<file path="src/include/tetris_defs.svh">
// field geometry, input timing and output sizing for the falling-piece core
// DAS_REPEAT must not exceed DAS_DELAY, since both share one counter
// LOCK_FIFO_DEPTH must be a power of two
`ifndef TETRIS_DEFS_SVH
`define TETRIS_DEFS_SVH

`define FIELD_ROWS      20
`define FIELD_COLS      10
`define SPAWN_COL       3

`define DAS_DELAY       12
`define DAS_REPEAT      4

`define GRAVITY_CYCLES  3000

`define LOCK_FIFO_DEPTH 4
`define LOCK_CREDITS    2

`endif

</file>
<file path="src/hw/piece_pkg.sv">
// tetromino, orientation and coordinate types
// row 0 is the top of the field
// piece row and col name the top-left corner of the 4x4 box
// col wraps modulo 16, so a box may sit up to 3 columns left of the wall
package piece_pkg;

    typedef logic [4:0] row_t;
    typedef logic [3:0] col_t;

    // EMPTY marks a free grid cell
    typedef enum logic [2:0] {
        EMPTY, I, O, T, S, Z, J, L
    } tetromino_t;

    // clockwise rotation adds one
    typedef enum logic [1:0] {
        R0, R90, R180, R270
    } orientation_t;

    typedef struct packed {
        row_t row;
        col_t col;
    } cell_t;

    typedef cell_t [3:0] cell_set_t;

    typedef struct packed {
        logic         active;
        tetromino_t   kind;
        orientation_t orient;
        row_t         row;
        col_t         col;
    } piece_t;

endpackage

</file>
<file path="src/hw/play_pkg.sv">
// playfield row, player action and lock report types
// column 0 of a field row is its lowest element
`include "tetris_defs.svh"

package play_pkg;

    typedef piece_pkg::tetromino_t [`FIELD_COLS-1:0] field_row_t;

    typedef enum logic [2:0] {
        NONE, MOVE_L, MOVE_R, ROTATE, SOFT_DROP, HARD_DROP, GRAVITY
    } action_t;

    // all buttons active high
    typedef struct packed {
        logic hard_drop;
        logic soft_drop;
        logic move_r;
        logic move_l;
        logic rotate;
    } buttons_t;

    typedef logic [2:0] clear_count_t;

    typedef struct packed {
        piece_pkg::piece_t locked;
        clear_count_t      cleared;
    } lock_event_t;

endpackage

</file>
<file path="src/hw/action_capture.sv">
// button capture with delayed auto-repeat
// a press is issued 3 cycles after its first sample
// presses and repeats that fall due while busy is high are dropped
`timescale 1ns/100ps
`include "tetris_defs.svh"

module action_capture
    import play_pkg::*;
(
    input  logic     clk,
    input  logic     rst_l,
    input  buttons_t buttons,
    input  logic     busy,
    output action_t  action
);
    localparam int NB    = $bits(buttons_t);
    localparam int CNT_W = $clog2(`DAS_DELAY);

    logic [NB-1:0]    sync1;
    logic [NB-1:0]    sync2;
    logic [NB-1:0]    held;
    logic [NB-1:0]    fire;
    logic [CNT_W-1:0] cnt [NB];
    buttons_t         fired;
    action_t          pick;

    always_ff @(posedge clk or negedge rst_l) begin
        if (!rst_l) begin
            sync1 <= '0;
            sync2 <= '0;
            held  <= '0;
            fire  <= '0;
            for (int b = 0; b < NB; b++) begin
                cnt[b] <= '0;
            end
        end else begin
            sync1 <= buttons;
            sync2 <= sync1;
            for (int b = 0; b < NB; b++) begin
                fire[b] <= 1'b0;
                if (!sync2[b]) begin
                    held[b] <= 1'b0;
                end else if (!held[b]) begin
                    // fresh press
                    held[b] <= 1'b1;
                    fire[b] <= 1'b1;
                    cnt[b]  <= CNT_W'(`DAS_DELAY - 1);
                end else if (cnt[b] == '0) begin
                    fire[b] <= 1'b1;
                    cnt[b]  <= CNT_W'(`DAS_REPEAT - 1);
                end else begin
                    cnt[b] <= cnt[b] - 1'b1;
                end
            end
        end
    end

    assign fired = fire;

    // hard drop wins, rotate loses
    always_comb begin
        if (fired.hard_drop) begin
            pick = HARD_DROP;
        end else if (fired.soft_drop) begin
            pick = SOFT_DROP;
        end else if (fired.move_r) begin
            pick = MOVE_R;
        end else if (fired.move_l) begin
            pick = MOVE_L;
        end else if (fired.rotate) begin
            pick = ROTATE;
        end else begin
            pick = NONE;
        end
    end

    always_ff @(posedge clk or negedge rst_l) begin
        if (!rst_l) begin
            action <= NONE;
        end else begin
            action <= busy ? NONE : pick;
        end
    end

    // gravity is made downstream, never by a button
    a_no_gravity: assert property (@(posedge clk) disable iff (!rst_l)
        action != GRAVITY);

endmodule

</file>
<file path="src/hw/piece_mover.sv">
// falling-piece state, gravity and the lock and spawn sequence
// moves commit one cycle after the action, hard drop falls one row per cycle
// no wall kicks and no top-out check, a spawn onto locked cells goes unflagged
`timescale 1ns/100ps
`include "tetris_defs.svh"

module piece_mover
    import piece_pkg::*, play_pkg::*;
(
    input  logic         clk,
    input  logic         rst_l,
    input  action_t      action,
    input  logic         start,
    input  tetromino_t   next_type,
    input  logic         blocked,
    input  logic         clear_done,
    input  clear_count_t cleared,
    input  logic         fifo_full,
    output logic         busy,
    output cell_set_t    query,
    output logic         lock_en,
    output cell_set_t    lock_cells,
    output tetromino_t   lock_type,
    output logic         event_push,
    output lock_event_t  event_data,
    output piece_t       piece
);
    localparam int GRAV_W = $clog2(`GRAVITY_CYCLES);

    typedef enum logic [2:0] {IDLE, PLAY, DROP, LOCK, CLEAR, SPAWN} state_t;

    state_t            state;
    piece_t            cand;
    piece_t            spawn_piece;
    action_t           act_eff;
    logic [GRAV_W-1:0] grav_cnt;
    logic              grav_pend;
    logic              grav_take;
    clear_count_t      cleared_q;

    // four {row, col} nibbles per orientation, R0 in the top 16 bits
    function automatic logic [15:0] shape_of(tetromino_t kind, orientation_t o);
        logic [63:0] all;
        case (kind)
            I:       all = 64'h4567_26AE_89AB_159D;
            O:       all = 64'h1256_1256_1256_1256;
            T:       all = 64'h1456_1569_4569_1459;
            S:       all = 64'h1245_156A_5689_0459;
            Z:       all = 64'h0156_2569_459A_1458;
            J:       all = 64'h0456_1259_456A_1589;
            L:       all = 64'h2456_159A_4568_0159;
            default: all = '0;
        endcase
        return all[16*(3-int'(o)) +: 16];
    endfunction

    function automatic cell_set_t piece_cells(piece_t p);
        logic [15:0] shape;
        cell_set_t   cs;
        shape = shape_of(p.kind, p.orient);
        for (int i = 0; i < 4; i++) begin
            cs[i].row = p.row + row_t'(shape[4*i+2 +: 2]);
            cs[i].col = p.col + col_t'(shape[4*i +: 2]);
        end
        return cs;
    endfunction

    function automatic logic cells_inside(cell_set_t cs);
        logic ok;
        ok = 1'b1;
        for (int i = 0; i < 4; i++) begin
            if (cs[i].row >= row_t'(`FIELD_ROWS) || cs[i].col >= col_t'(`FIELD_COLS)) begin
                ok = 1'b0;
            end
        end
        return ok;
    endfunction

    assign spawn_piece = '{active: 1'b1, kind: next_type, orient: R0,
                           row: '0, col: col_t'(`SPAWN_COL)};

    // a pending gravity step yields to any button action
    always_comb begin
        act_eff = action;
        if (action == NONE && grav_pend) begin
            act_eff = GRAVITY;
        end
        cand = piece;
        if (state == DROP) begin
            cand.row = piece.row + 5'd1;
        end else begin
            case (act_eff)
                MOVE_L:             cand.col = piece.col - 4'd1;
                MOVE_R:             cand.col = piece.col + 4'd1;
                ROTATE:             cand.orient = orientation_t'(piece.orient + 2'd1);
                SOFT_DROP, GRAVITY: cand.row = piece.row + 5'd1;
                default:            cand = piece;
            endcase
        end
    end

    assign query      = piece_cells(cand);
    assign lock_cells = piece_cells(piece);
    assign lock_type  = piece.kind;
    assign lock_en    = state == LOCK;
    assign busy       = state != PLAY;
    assign grav_take  = state == PLAY && action == NONE && grav_pend;
    assign event_push = state == SPAWN && !fifo_full;
    assign event_data = '{locked: piece, cleared: cleared_q};

    always_ff @(posedge clk or negedge rst_l) begin
        if (!rst_l) begin
            state <= IDLE;
            piece <= '0;
        end else if (start) begin
            state <= PLAY;
            piece <= spawn_piece;
        end else begin
            case (state)
                PLAY: begin
                    if (act_eff == HARD_DROP) begin
                        state <= DROP;
                    end else if (!blocked) begin
                        piece <= cand;
                    end else if (act_eff == SOFT_DROP || act_eff == GRAVITY) begin
                        state <= LOCK;
                    end
                end
                DROP: begin
                    if (blocked) begin
                        state <= LOCK;
                    end else begin
                        piece <= cand;
                    end
                end
                LOCK: state <= CLEAR;
                CLEAR: begin
                    if (clear_done) begin
                        state <= SPAWN;
                    end
                end
                SPAWN: begin
                    // hold here until the report FIFO has room
                    if (!fifo_full) begin
                        state <= PLAY;
                        piece <= spawn_piece;
                    end
                end
                default: state <= IDLE;
            endcase
        end
    end

    // gravity restarts with every new piece
    always_ff @(posedge clk or negedge rst_l) begin
        if (!rst_l) begin
            grav_cnt  <= '0;
            grav_pend <= 1'b0;
        end else if (state != PLAY || start) begin
            grav_cnt  <= '0;
            grav_pend <= 1'b0;
        end else if (grav_cnt == GRAV_W'(`GRAVITY_CYCLES - 1)) begin
            grav_cnt  <= '0;
            grav_pend <= 1'b1;
        end else begin
            grav_cnt <= grav_cnt + 1'b1;
            if (grav_take) begin
                grav_pend <= 1'b0;
            end
        end
    end

    always_ff @(posedge clk) begin
        if (state == CLEAR && clear_done) begin
            cleared_q <= cleared;
        end
    end

    // relies on the playfield flagging every out-of-field candidate
    a_piece_inside: assert property (@(posedge clk) disable iff (!rst_l)
        piece.active |-> cells_inside(lock_cells));

endmodule

</file>
<file path="src/hw/playfield.sv">
// locked grid with collision query, lock write and row compaction
// blocked is combinational, cells outside the field count as blocked
// compaction takes FIELD_ROWS cycles after each lock write, then clear_done
`timescale 1ns/100ps
`include "tetris_defs.svh"

module playfield
    import piece_pkg::*, play_pkg::*;
(
    input  logic         clk,
    input  logic         rst_l,
    input  logic         start,
    input  cell_set_t    query,
    output logic         blocked,
    input  logic         lock_en,
    input  cell_set_t    lock_cells,
    input  tetromino_t   lock_type,
    output logic         clear_done,
    output clear_count_t cleared
);
    field_row_t   grid [`FIELD_ROWS];
    logic         scanning;
    logic         src_full;
    row_t         src;
    row_t         dst;
    clear_count_t cnt;
    clear_count_t cnt_next;

    function automatic logic row_full(field_row_t r);
        logic full;
        full = 1'b1;
        for (int c = 0; c < `FIELD_COLS; c++) begin
            if (r[c] == EMPTY) begin
                full = 1'b0;
            end
        end
        return full;
    endfunction

    function automatic logic cells_blocked(cell_set_t cs);
        logic hit;
        hit = 1'b0;
        for (int i = 0; i < 4; i++) begin
            if (cs[i].row >= row_t'(`FIELD_ROWS) || cs[i].col >= col_t'(`FIELD_COLS)) begin
                hit = 1'b1;
            end else if (grid[cs[i].row][cs[i].col] != EMPTY) begin
                hit = 1'b1;
            end
        end
        return hit;
    endfunction

    always_comb begin
        blocked  = cells_blocked(query);
        src_full = row_full(grid[src]);
        cnt_next = cnt + clear_count_t'(src_full);
    end

    // src walks up one row per cycle, dst trails it past full rows
    always_ff @(posedge clk or negedge rst_l) begin
        if (!rst_l) begin
            for (int r = 0; r < `FIELD_ROWS; r++) begin
                grid[r] <= '{default: EMPTY};
            end
            scanning   <= 1'b0;
            src        <= '0;
            dst        <= '0;
            cnt        <= '0;
            clear_done <= 1'b0;
            cleared    <= '0;
        end else begin
            clear_done <= 1'b0;
            if (start) begin
                for (int r = 0; r < `FIELD_ROWS; r++) begin
                    grid[r] <= '{default: EMPTY};
                end
                scanning <= 1'b0;
            end else if (lock_en) begin
                for (int i = 0; i < 4; i++) begin
                    grid[lock_cells[i].row][lock_cells[i].col] <= lock_type;
                end
                scanning <= 1'b1;
                src      <= row_t'(`FIELD_ROWS - 1);
                dst      <= row_t'(`FIELD_ROWS - 1);
                cnt      <= '0;
            end else if (scanning) begin
                if (!src_full) begin
                    grid[dst] <= grid[src];
                    dst       <= dst - 1'b1;
                end
                cnt <= cnt_next;
                src <= src - 1'b1;
                if (src == '0) begin
                    // top rows left over after the shift become empty
                    for (int r = 0; r < `FIELD_ROWS; r++) begin
                        if (r < int'(cnt_next)) begin
                            grid[r] <= '{default: EMPTY};
                        end
                    end
                    scanning   <= 1'b0;
                    clear_done <= 1'b1;
                    cleared    <= cnt_next;
                end
            end
        end
    end

    // the mover only locks positions this grid already reported as free
    a_lock_free: assert property (@(posedge clk) disable iff (!rst_l)
        lock_en |-> !cells_blocked(lock_cells));

endmodule

</file>
<file path="src/hw/lock_reporter.sv">
// lock-event FIFO with a credit-based sender
// starts with LOCK_CREDITS credits and spends one per event sent
// an event pushed into an empty FIFO goes out on the next cycle
`timescale 1ns/100ps
`include "tetris_defs.svh"

module lock_reporter
    import play_pkg::*;
(
    input  logic        clk,
    input  logic        rst_l,
    input  logic        event_push,
    input  lock_event_t event_data,
    output logic        fifo_full,
    input  logic        credit_return,
    output logic        lock_valid,
    output lock_event_t lock_data
);
    localparam int PTR_W = $clog2(`LOCK_FIFO_DEPTH);
    localparam int CRD_W = $clog2(`LOCK_CREDITS + 1);

    lock_event_t      mem [`LOCK_FIFO_DEPTH];
    lock_event_t      head;
    logic [PTR_W-1:0] rd_ptr;
    logic [PTR_W-1:0] wr_ptr;
    logic [PTR_W:0]   count;
    logic [CRD_W-1:0] credits;
    logic             have_entry;
    logic             send;
    logic             wr_en;
    logic             rd_en;

    assign have_entry = count != '0;
    assign send       = (have_entry || event_push) && credits != '0;
    assign rd_en      = send && have_entry;
    // bypass an empty FIFO
    assign wr_en      = event_push && !(send && !have_entry);
    assign head       = have_entry ? mem[rd_ptr] : event_data;
    assign fifo_full  = count == (PTR_W+1)'(`LOCK_FIFO_DEPTH);

    always_ff @(posedge clk or negedge rst_l) begin
        if (!rst_l) begin
            rd_ptr     <= '0;
            wr_ptr     <= '0;
            count      <= '0;
            credits    <= CRD_W'(`LOCK_CREDITS);
            lock_valid <= 1'b0;
        end else begin
            rd_ptr     <= rd_ptr + PTR_W'(rd_en);
            wr_ptr     <= wr_ptr + PTR_W'(wr_en);
            count      <= count + (PTR_W+1)'(wr_en) - (PTR_W+1)'(rd_en);
            credits    <= credits - CRD_W'(send) + CRD_W'(credit_return);
            lock_valid <= send;
        end
    end

    always_ff @(posedge clk) begin
        if (wr_en) begin
            mem[wr_ptr] <= event_data;
        end
        if (send) begin
            lock_data <= head;
        end
    end

    // consumer returns no more credits than it was given
    a_credit_max: assert property (@(posedge clk) disable iff (!rst_l)
        credits <= CRD_W'(`LOCK_CREDITS));

endmodule

</file>
<file path="src/hw/tetris_core.sv">
// falling-piece core of a block-stacking game
// next_type is sampled at every spawn, including the one on start
// lock reports leave on lock_valid and lock_data under consumer credits
`timescale 1ns/100ps

module tetris_core
    import piece_pkg::*, play_pkg::*;
(
    input  logic        clk,
    input  logic        rst_l,
    input  buttons_t    buttons,
    input  logic        start,
    input  tetromino_t  next_type,
    input  logic        credit_return,
    output piece_t      piece,
    output logic        lock_valid,
    output lock_event_t lock_data
);
    action_t      action;
    logic         busy;
    cell_set_t    query;
    logic         blocked;
    logic         lock_en;
    cell_set_t    lock_cells;
    tetromino_t   lock_type;
    logic         clear_done;
    clear_count_t cleared;
    logic         event_push;
    lock_event_t  event_data;
    logic         fifo_full;

    action_capture u_capture (
        .clk     (clk),
        .rst_l   (rst_l),
        .buttons (buttons),
        .busy    (busy),
        .action  (action)
    );

    piece_mover u_mover (
        .clk        (clk),
        .rst_l      (rst_l),
        .action     (action),
        .start      (start),
        .next_type  (next_type),
        .blocked    (blocked),
        .clear_done (clear_done),
        .cleared    (cleared),
        .fifo_full  (fifo_full),
        .busy       (busy),
        .query      (query),
        .lock_en    (lock_en),
        .lock_cells (lock_cells),
        .lock_type  (lock_type),
        .event_push (event_push),
        .event_data (event_data),
        .piece      (piece)
    );

    playfield u_field (
        .clk        (clk),
        .rst_l      (rst_l),
        .start      (start),
        .query      (query),
        .blocked    (blocked),
        .lock_en    (lock_en),
        .lock_cells (lock_cells),
        .lock_type  (lock_type),
        .clear_done (clear_done),
        .cleared    (cleared)
    );

    lock_reporter u_report (
        .clk           (clk),
        .rst_l         (rst_l),
        .event_push    (event_push),
        .event_data    (event_data),
        .fifo_full     (fifo_full),
        .credit_return (credit_return),
        .lock_valid    (lock_valid),
        .lock_data     (lock_data)
    );

endmodule

</file>
<file path="config.mk">
export PLATFORM = sky130hd
export DESIGN_NAME = tetris_core
export DESIGN_NICKNAME = d
export VERILOG_FILES = /design/src/hw/piece_pkg.sv /design/src/hw/play_pkg.sv /design/src/hw/action_capture.sv /design/src/hw/piece_mover.sv /design/src/hw/playfield.sv /design/src/hw/lock_reporter.sv /design/src/hw/tetris_core.sv
export VERILOG_INCLUDE_DIRS = /design/src /design/src/include
export SDC_FILE = /design/constraint.sdc
export NUM_CORES = 2
export LEC_CHECK = 0
export BUFFER_PORTS_ARGS = -buffer_cell sky130_fd_sc_hd__buf_2
export CORE_ASPECT_RATIO = 0.7
export CORE_UTILIZATION = 30
export DETAILED_ROUTE_END_ITERATION = 12
export GPL_ROUTABILITY_DRIVEN = 1
export GPL_TIMING_DRIVEN = 0
export HOLD_SLACK_MARGIN = 0.15
export PLACE_DENSITY_LB_ADDON = 0.15
export REMOVE_ABC_BUFFERS = 1
export SLEW_MARGIN = 15
export SYNTH_ARGS = -nofsm -noshare
export SYNTH_HDL_FRONTEND = slang
export SYNTH_SLANG_ARGS = --single-unit
</file>
<file path="constraint.sdc">
create_clock -name clk -period 10.8 [get_ports clk]
set_input_delay 2.16 -clock clk [delete_from_list [all_inputs] [get_ports clk]]
set_output_delay 2.16 -clock clk [all_outputs]
set_load 0.005 [all_outputs]
</file>
# == Word-level counts from Yosys, hierarchy flattened ==
# Memory sizes are Yosys's and may differ from the RTL's.
# Index checks and enable logic that the tools add are counted.
# word_totals
in_bits,12
register_bits,723
word_cells,585
memories,1
ram_bits,72
out_inout_bits,34
# op_classes
mux,157
n_eq_ne,36
bitwise,12
magnitude_cmp,42
shift,2
add_sub_neg,37
n_reduce_logical,62
# mem_list
memory,words,width,read_ports,rd_clocked_by_memory_dff,write_ports,line_no,rtl
u_report.mem,4,18,1,0,1,lock_reporter.sv:22,lock_event_t mem [`LOCK_FIFO_DEPTH];
# ops
operator,n
600-bit bitwise mux,5
600-bit 2-to-1 mux,4
63-bit case mux with 7 select lines,2
30-bit binary-select mux with 5-bit select,5
30-bit demux with 5-bit select,5
30-bit 2-to-1 mux,22
210-bit 2-to-1 mux,1
64-bit by 32-bit indexed part select with 16-bit output,2
3-bit 2-to-1 mux,23
"6-bit greater-or-equal comparator, second input constant",10
5-bit NOT with 6-bit output,10
1-bit 2-to-1 mux,51
3-bit binary-select mux with 4-bit select,4
3-bit demux with 4-bit select,4
15-bit 2-to-1 mux,3
15-bit case mux with 3 select lines,1
4-bit 2-to-1 mux,11
"3-bit equality test, second input constant",14
5-bit by 2-bit adder with 5-bit output,8
"4-bit by 5-bit less-than comparator with 1-bit output, second input constant",8
5-bit 2-to-1 mux,7
3-bit zero test,11
4-bit by 2-bit adder with 4-bit output,8
"6-bit by 1-bit less-than comparator with 1-bit output, second input constant",5
46 further kinds,124

# == Logic depth before layout (Yosys ltp) ==
# depth
word_depth,28
mapped_depth,33

# == Hierarchy ==
# From an unflattened synthesis, not the netlist that was laid out.
# hier_totals
cells_unflattened,6668
hier_area_um2,60720.7
# modules_own_cells
mod,seq_area_each_um2,cells_per_inst,area_each_um2,instances
playfield,15464.8,5764,50654.8,1
piece_mover,865.8,536,4408.0,1
lock_reporter,2954.1,212,3865.0,1
action_capture,1076.0,156,1793.0,1

# == Least setup slack after synthesis ==
# Ideal clock, no wire load.
# synth_path
kind,reg-to-reg
startpoint,register u_mover.state[0]
endpoint,"register, netlist name u_mover.event_data[5]"
t_required_ps,10661
period_less_slack_ps,6896
stages_incl_launch_ff,27
t_arrival_ps,6757
path_slack_ps,3904
path_cell_list,dfrtp_1 > clkbuf_1 > nor3b_2 > nor2_1 > and3_1 > clkbuf_1 > nand2_1 > xor2_1 > mux4_2 > ha_1 > fa_1 > clkbuf_1 > buf_1 > clkbuf_1 > clkbuf_1 > mux4_2 > mux2i_1 > nand2_1 > a32oi_1 > a31oi_1 > nor4_1 > nand2b_1 > or4b_1 > buf_2 > buf_6 > nand3_1 > o31ai_2
# synth_via
elab_chain_cells,24
elab_cells_between_ends,72
classes_between,add/sub (9); order compare (8); eq/ne (5); shift (1); mux (35); bitwise (4); reduce/logical (10)
# synth_rtl
item,line_no,rtl
start: declaration,piece_mover.sv:32,state_t state;
start signal: assignment,piece_mover.sv:113,state <= IDLE;
start signal: assignment,piece_mover.sv:116,state <= PLAY;
start signal: assignment,piece_mover.sv:122,state <= DROP;
3-bit by 2-bit equality test with 1-bit output,"piece_mover.sv:89, piece_mover.sv:119",
2-bit 2-to-1 mux,piece_mover.sv:89,if (state == DROP) begin
2-bit by 2-bit subtractor with 3-bit output,piece_mover.sv:54,return all[16*(3-int'(o)) +: 16];
64-bit by 32-bit indexed part select with 16-bit output,piece_mover.sv:54,
5-bit by 2-bit adder with 5-bit output,piece_mover.sv:62,cs[i].row = p.row + row_t'(shape[4*i+2 +: 2]);
5-bit NOT with 6-bit output (implied by the code),playfield.sv:46,end else if (grid[cs[i].row][cs[i].col] != EMPTY) begin
30-bit binary-select mux with 5-bit select,playfield.sv:46,
30-bit 2-to-1 mux (implied by the code) (2 in series),playfield.sv:46,
[7 not listed],n/a,
1-bit 2-to-1 mux,playfield.sv:46,
1-bit 2-to-1 mux,playfield.sv:44,if (cs[i].row >= row_t'(`FIELD_ROWS) || cs[i].col >= col_t'(`FIELD_COLS)) begin
1-bit 2-to-1 mux,playfield.sv:46,
1-bit 2-to-1 mux,playfield.sv:44,
11-bit 2-to-1 mux,"piece_mover.sv:123, piece_mover.sv:130",
15-bit 2-to-1 mux,piece_mover.sv:121,if (act_eff == HARD_DROP) begin
15-bit case mux with 3 select lines,piece_mover.sv:119,case (state)
15-bit 2-to-1 mux,piece_mover.sv:115,end else if (start) begin
# Several ways; a longest one is shown, not always the timed one. The select of a mux whose other input is x is not followed.
# A chain may end at the register's enable or synchronous reset.

# == Final worst setup path ==
# layout_path
startpoint,register u_mover.state[1]
endpoint,register u_mover.state[0]
# layout_via
elab_chain_cells,22
elab_cells_between_ends,74
classes_between,add/sub (9); order compare (8); eq/ne (10); shift (1); mux (33); bitwise (4); reduce/logical (9)
# layout_rtl
item,line_no
3-bit by 2-bit equality test with 1-bit output,"piece_mover.sv:89, piece_mover.sv:119"
2-bit 2-to-1 mux,piece_mover.sv:89
2-bit by 2-bit subtractor with 3-bit output,piece_mover.sv:54
64-bit by 32-bit indexed part select with 16-bit output,piece_mover.sv:54
5-bit by 2-bit adder with 5-bit output,piece_mover.sv:62
5-bit NOT with 6-bit output (implied by the code),playfield.sv:46
30-bit binary-select mux with 5-bit select,playfield.sv:46
30-bit 2-to-1 mux (implied by the code) (2 in series),playfield.sv:46
[5 not listed],n/a
1-bit 2-to-1 mux,playfield.sv:46
1-bit 2-to-1 mux,playfield.sv:44
1-bit 2-to-1 mux,playfield.sv:46
1-bit 2-to-1 mux,playfield.sv:44
1-bit 2-to-1 mux,playfield.sv:46
1-bit 2-to-1 mux,playfield.sv:44
4-bit by 3-bit inequality test with 1-bit output (no source line) or 3-bit by 2-bit inequality test with 1-bit output (tied branches),n/a
5-bit AND reduction (no source line),n/a
# Several ways; a longest one is shown, not always the timed one. The select of a mux whose other input is x is not followed.

==> impl_metrics.ini <==
[cells_and_area]
regArea_um2 = 20400
multiInputGateArea_um2 = 41900
synthToLayoutAreaGrowth_pct = 17.8
layout.nets = 6605
stdcell_count = 9388
fillers = 20875
fin_area_um2 = 74900
drive_gt1_share_pct = 20.2
final_util_pct = 35.6
most-common-layout-cells = dfrtp_1 (693), nand2_1 (558), o21ai_0 (548)
final_common_cell = dfrtp_1

[clocking]
cts_tree = yes
clock_latency_ns = 0.77
root_buffer = clkbuf_16
post-cts-setup-buffers = 0
cts_resized = 0
clk_pin_slew_worst_paths_ns = 0.06
htreeDepth = 3
cts_hold_buf = 0
cts_buffers = 96
cts_buffer_depth = 3
cts_num_sinks = 795

[synth]
synth.area.top_cells = dfrtp_1 (28%), mux4_2 (18%), edfxtp_1 (4.4%), o21ai_0 (4.3%), o21a_1 (3.5%)
ys.flop_type = dfrtp_1
async_flop_share_pct = 88.3
synth.distinct_cells = 96
synth-seq-cells = 795
synth-edff-count = 93
synth_top_area_share_pct = 27.6
synth-seq-area-share_pct = 32.0
yosys.area.top_type = dfrtp_1
ys_warn_count = 0
netlist_instances = 6635
syn_area_per_cell_um2 = 9.59
synth_area_um2 = 63600

[critical_path]
regToRegStartpoint = u_mover.state[1]
endpoint_kind = flop
critical_path.max_fanout = 38
crit_required_ns = 11.41
reg2reg_slack_ns = 0.49
reg2reg_depth = 22
start_kind = flop
r2r_end = u_mover.state[0]
worstPathArrival_ns = 10.92
crit_type = flop to flop

[global_route]
grt_max_degree = 96
grt_antenna_before_repair = 39
grt_pass1_vias = 60282
grt_pass1_wl_um = 547000
grt-ovfl-total = 0
track_usage_pct = 37.1

[die]
core_um2 = 211000
rows = 141
dieArea_um2 = 214000
io_pins = 46
die_y_um = 387
initial_core_util_pct = 30.2
die_w_um = 552

[detailed_routing]
wirelength_um = 407000
vias_per_cell = 7.08
route.vias.total = 66454
wl_per_cell_um = 43.4
drcViolationCount = 0
first_iter_violations = 10358
dr.pass1.iters = 8
ant_nets = 0

[sta]
finalSetupViolations = 0
slew_headroom_pct = 1.29
skew_ns = 0.0582
fin_ws_ns = 0.494
clock.fmax_ghz = 0.0970
worst_pin_slew_ns = 1.48
timing.final.hold_violations = 0
period_needed_ns = 10.31
final_max_slew_viol_count = 0
rsz0062_at_grt = false
period_share_pct = 95.4

[placed_design]
numPortBuffers = 45
place.gp.congestion = 1.06
placed_cells = 9193
hpwlAfterDp_um = 306000
place_worst_setup_slack_ns = 0.823
placed_cell_area_um2 = 71600

[worst_hold_path]
hold_depth = 0
hold_path_class = flop to flop
hold_end = u_capture.sync2[4]
min_from = u_capture.sync1[4]

[outcome]
outcome = completed

[run]
maxCapViolCount = 0
==> critical path, cell delays in order (launching register included) <==
cell and delay (ns):
dfrtp_1 0.54, nor3b_2 0.59, nor2_1 0.10, and3_1 0.37, nand2_1 0.25, xor2_1 0.83, mux4_2 0.64, ha_4 0.20
fa_4 1.24, buf_16 0.31, mux4_2 0.48, mux2i_1 0.73, a21bo_2 0.31, mux2i_2 0.73, o311ai_0 0.28, o211ai_1 0.17
a31oi_1 0.13, nor4_2 0.50, buf_6 0.24, nand2b_1 0.09, nor3b_1 0.80, a221oi_1 0.12, a311o_1 0.37
==> state kept, by name (all words and copies together), names as in the netlist, 5 cells and up <==
signal              flops
u_report.lock_data     18
u_mover.grav_cnt       12
u_field.grid          600
u_field.src             5
u_report.mem           72
u_capture.held          5
u_capture.sync2         5
u_capture.fire          5
u_mover.event_data     12
u_capture.sync1         5
u_field.dst             5
u_capture.cnt          20
==> stage by stage <==
stage          hold WS (ns)  TNS [ns]
6_report              0.332         0
5_1_grt               0.348         0
4_1_cts               0.335         0
3_5_place_dp          0.335         0
3_3_place_gp          0.333         -
2_1_floorplan         0.331  -5697.74
==> synth_stat cells (all sizes together) (182+ instances only) <==
master and count:
a21oi 410, a221oi 182, clkbuf 487, dfrtp 701, mux4 495, nand2 564
nor2 383, nor3 333, o21a 293, o21ai 559, o221ai 244, o22ai 210
==> routing by layer <==
| layer | part of all wire [%] | wire (µm) | GRT usage (%) |
|---|---|---|---|
| met1 | 42 | 173000 | 51.9 |
| met4 | 5.4 | 21900 | 16.8 |
| met2 | 38 | 153000 | 47.8 |
| met5 | 0.15 | 621 | 0 |
| met3 | 14 | 58500 | 16.6 |
==> layout make-up <==
cell class                 count  area share [%]
timing repair buffer         392            7.49
sequential                   795            27.2
clock inverter                44           0.689
inverter                      81           0.409
antenna                        8          0.0267
multi-input combinational   5146            55.9
tap                         2788            4.65
clock buffer                 134            3.61
==> worst max path at each step <==
stage	to	start	slack (ns)
floorplan	u_field.grid[268]	start	-9.73
global placement	u_field.grid[210]	start	-53.99
detailed placement	u_mover.state[0]	u_mover.state[1]	0.82
CTS	u_mover.state[0]	u_mover.state[1]	0.74
global route	u_mover.state[0]	u_mover.state[1]	0.41
finish	u_mover.state[0]	u_mover.state[1]	0.49
==> cell families (layout without fill, tap and decap cells) <==
logic type / count (synthesis) / in the layout / share of synthesized area (%)
AO/OA/AOI/OAI: 2630 / 2630 / 28.6
AND/OR/NAND/NOR: 1748 / 1748 / 12.8
flip-flops: 795 / 795 / 32.0
buffers and inverters: 694 / 651 / 4.31
multiplexers: 605 / 605 / 19.3
XOR/XNOR: 82 / 82 / 1.22
adder cells (fa/ha/maj): 81 / 81 / 1.81
other: 0 / 8 / 0
Power is not shown: default switching activity piles up to over one toggle a cycle in this logic, so the estimate is an artifact.
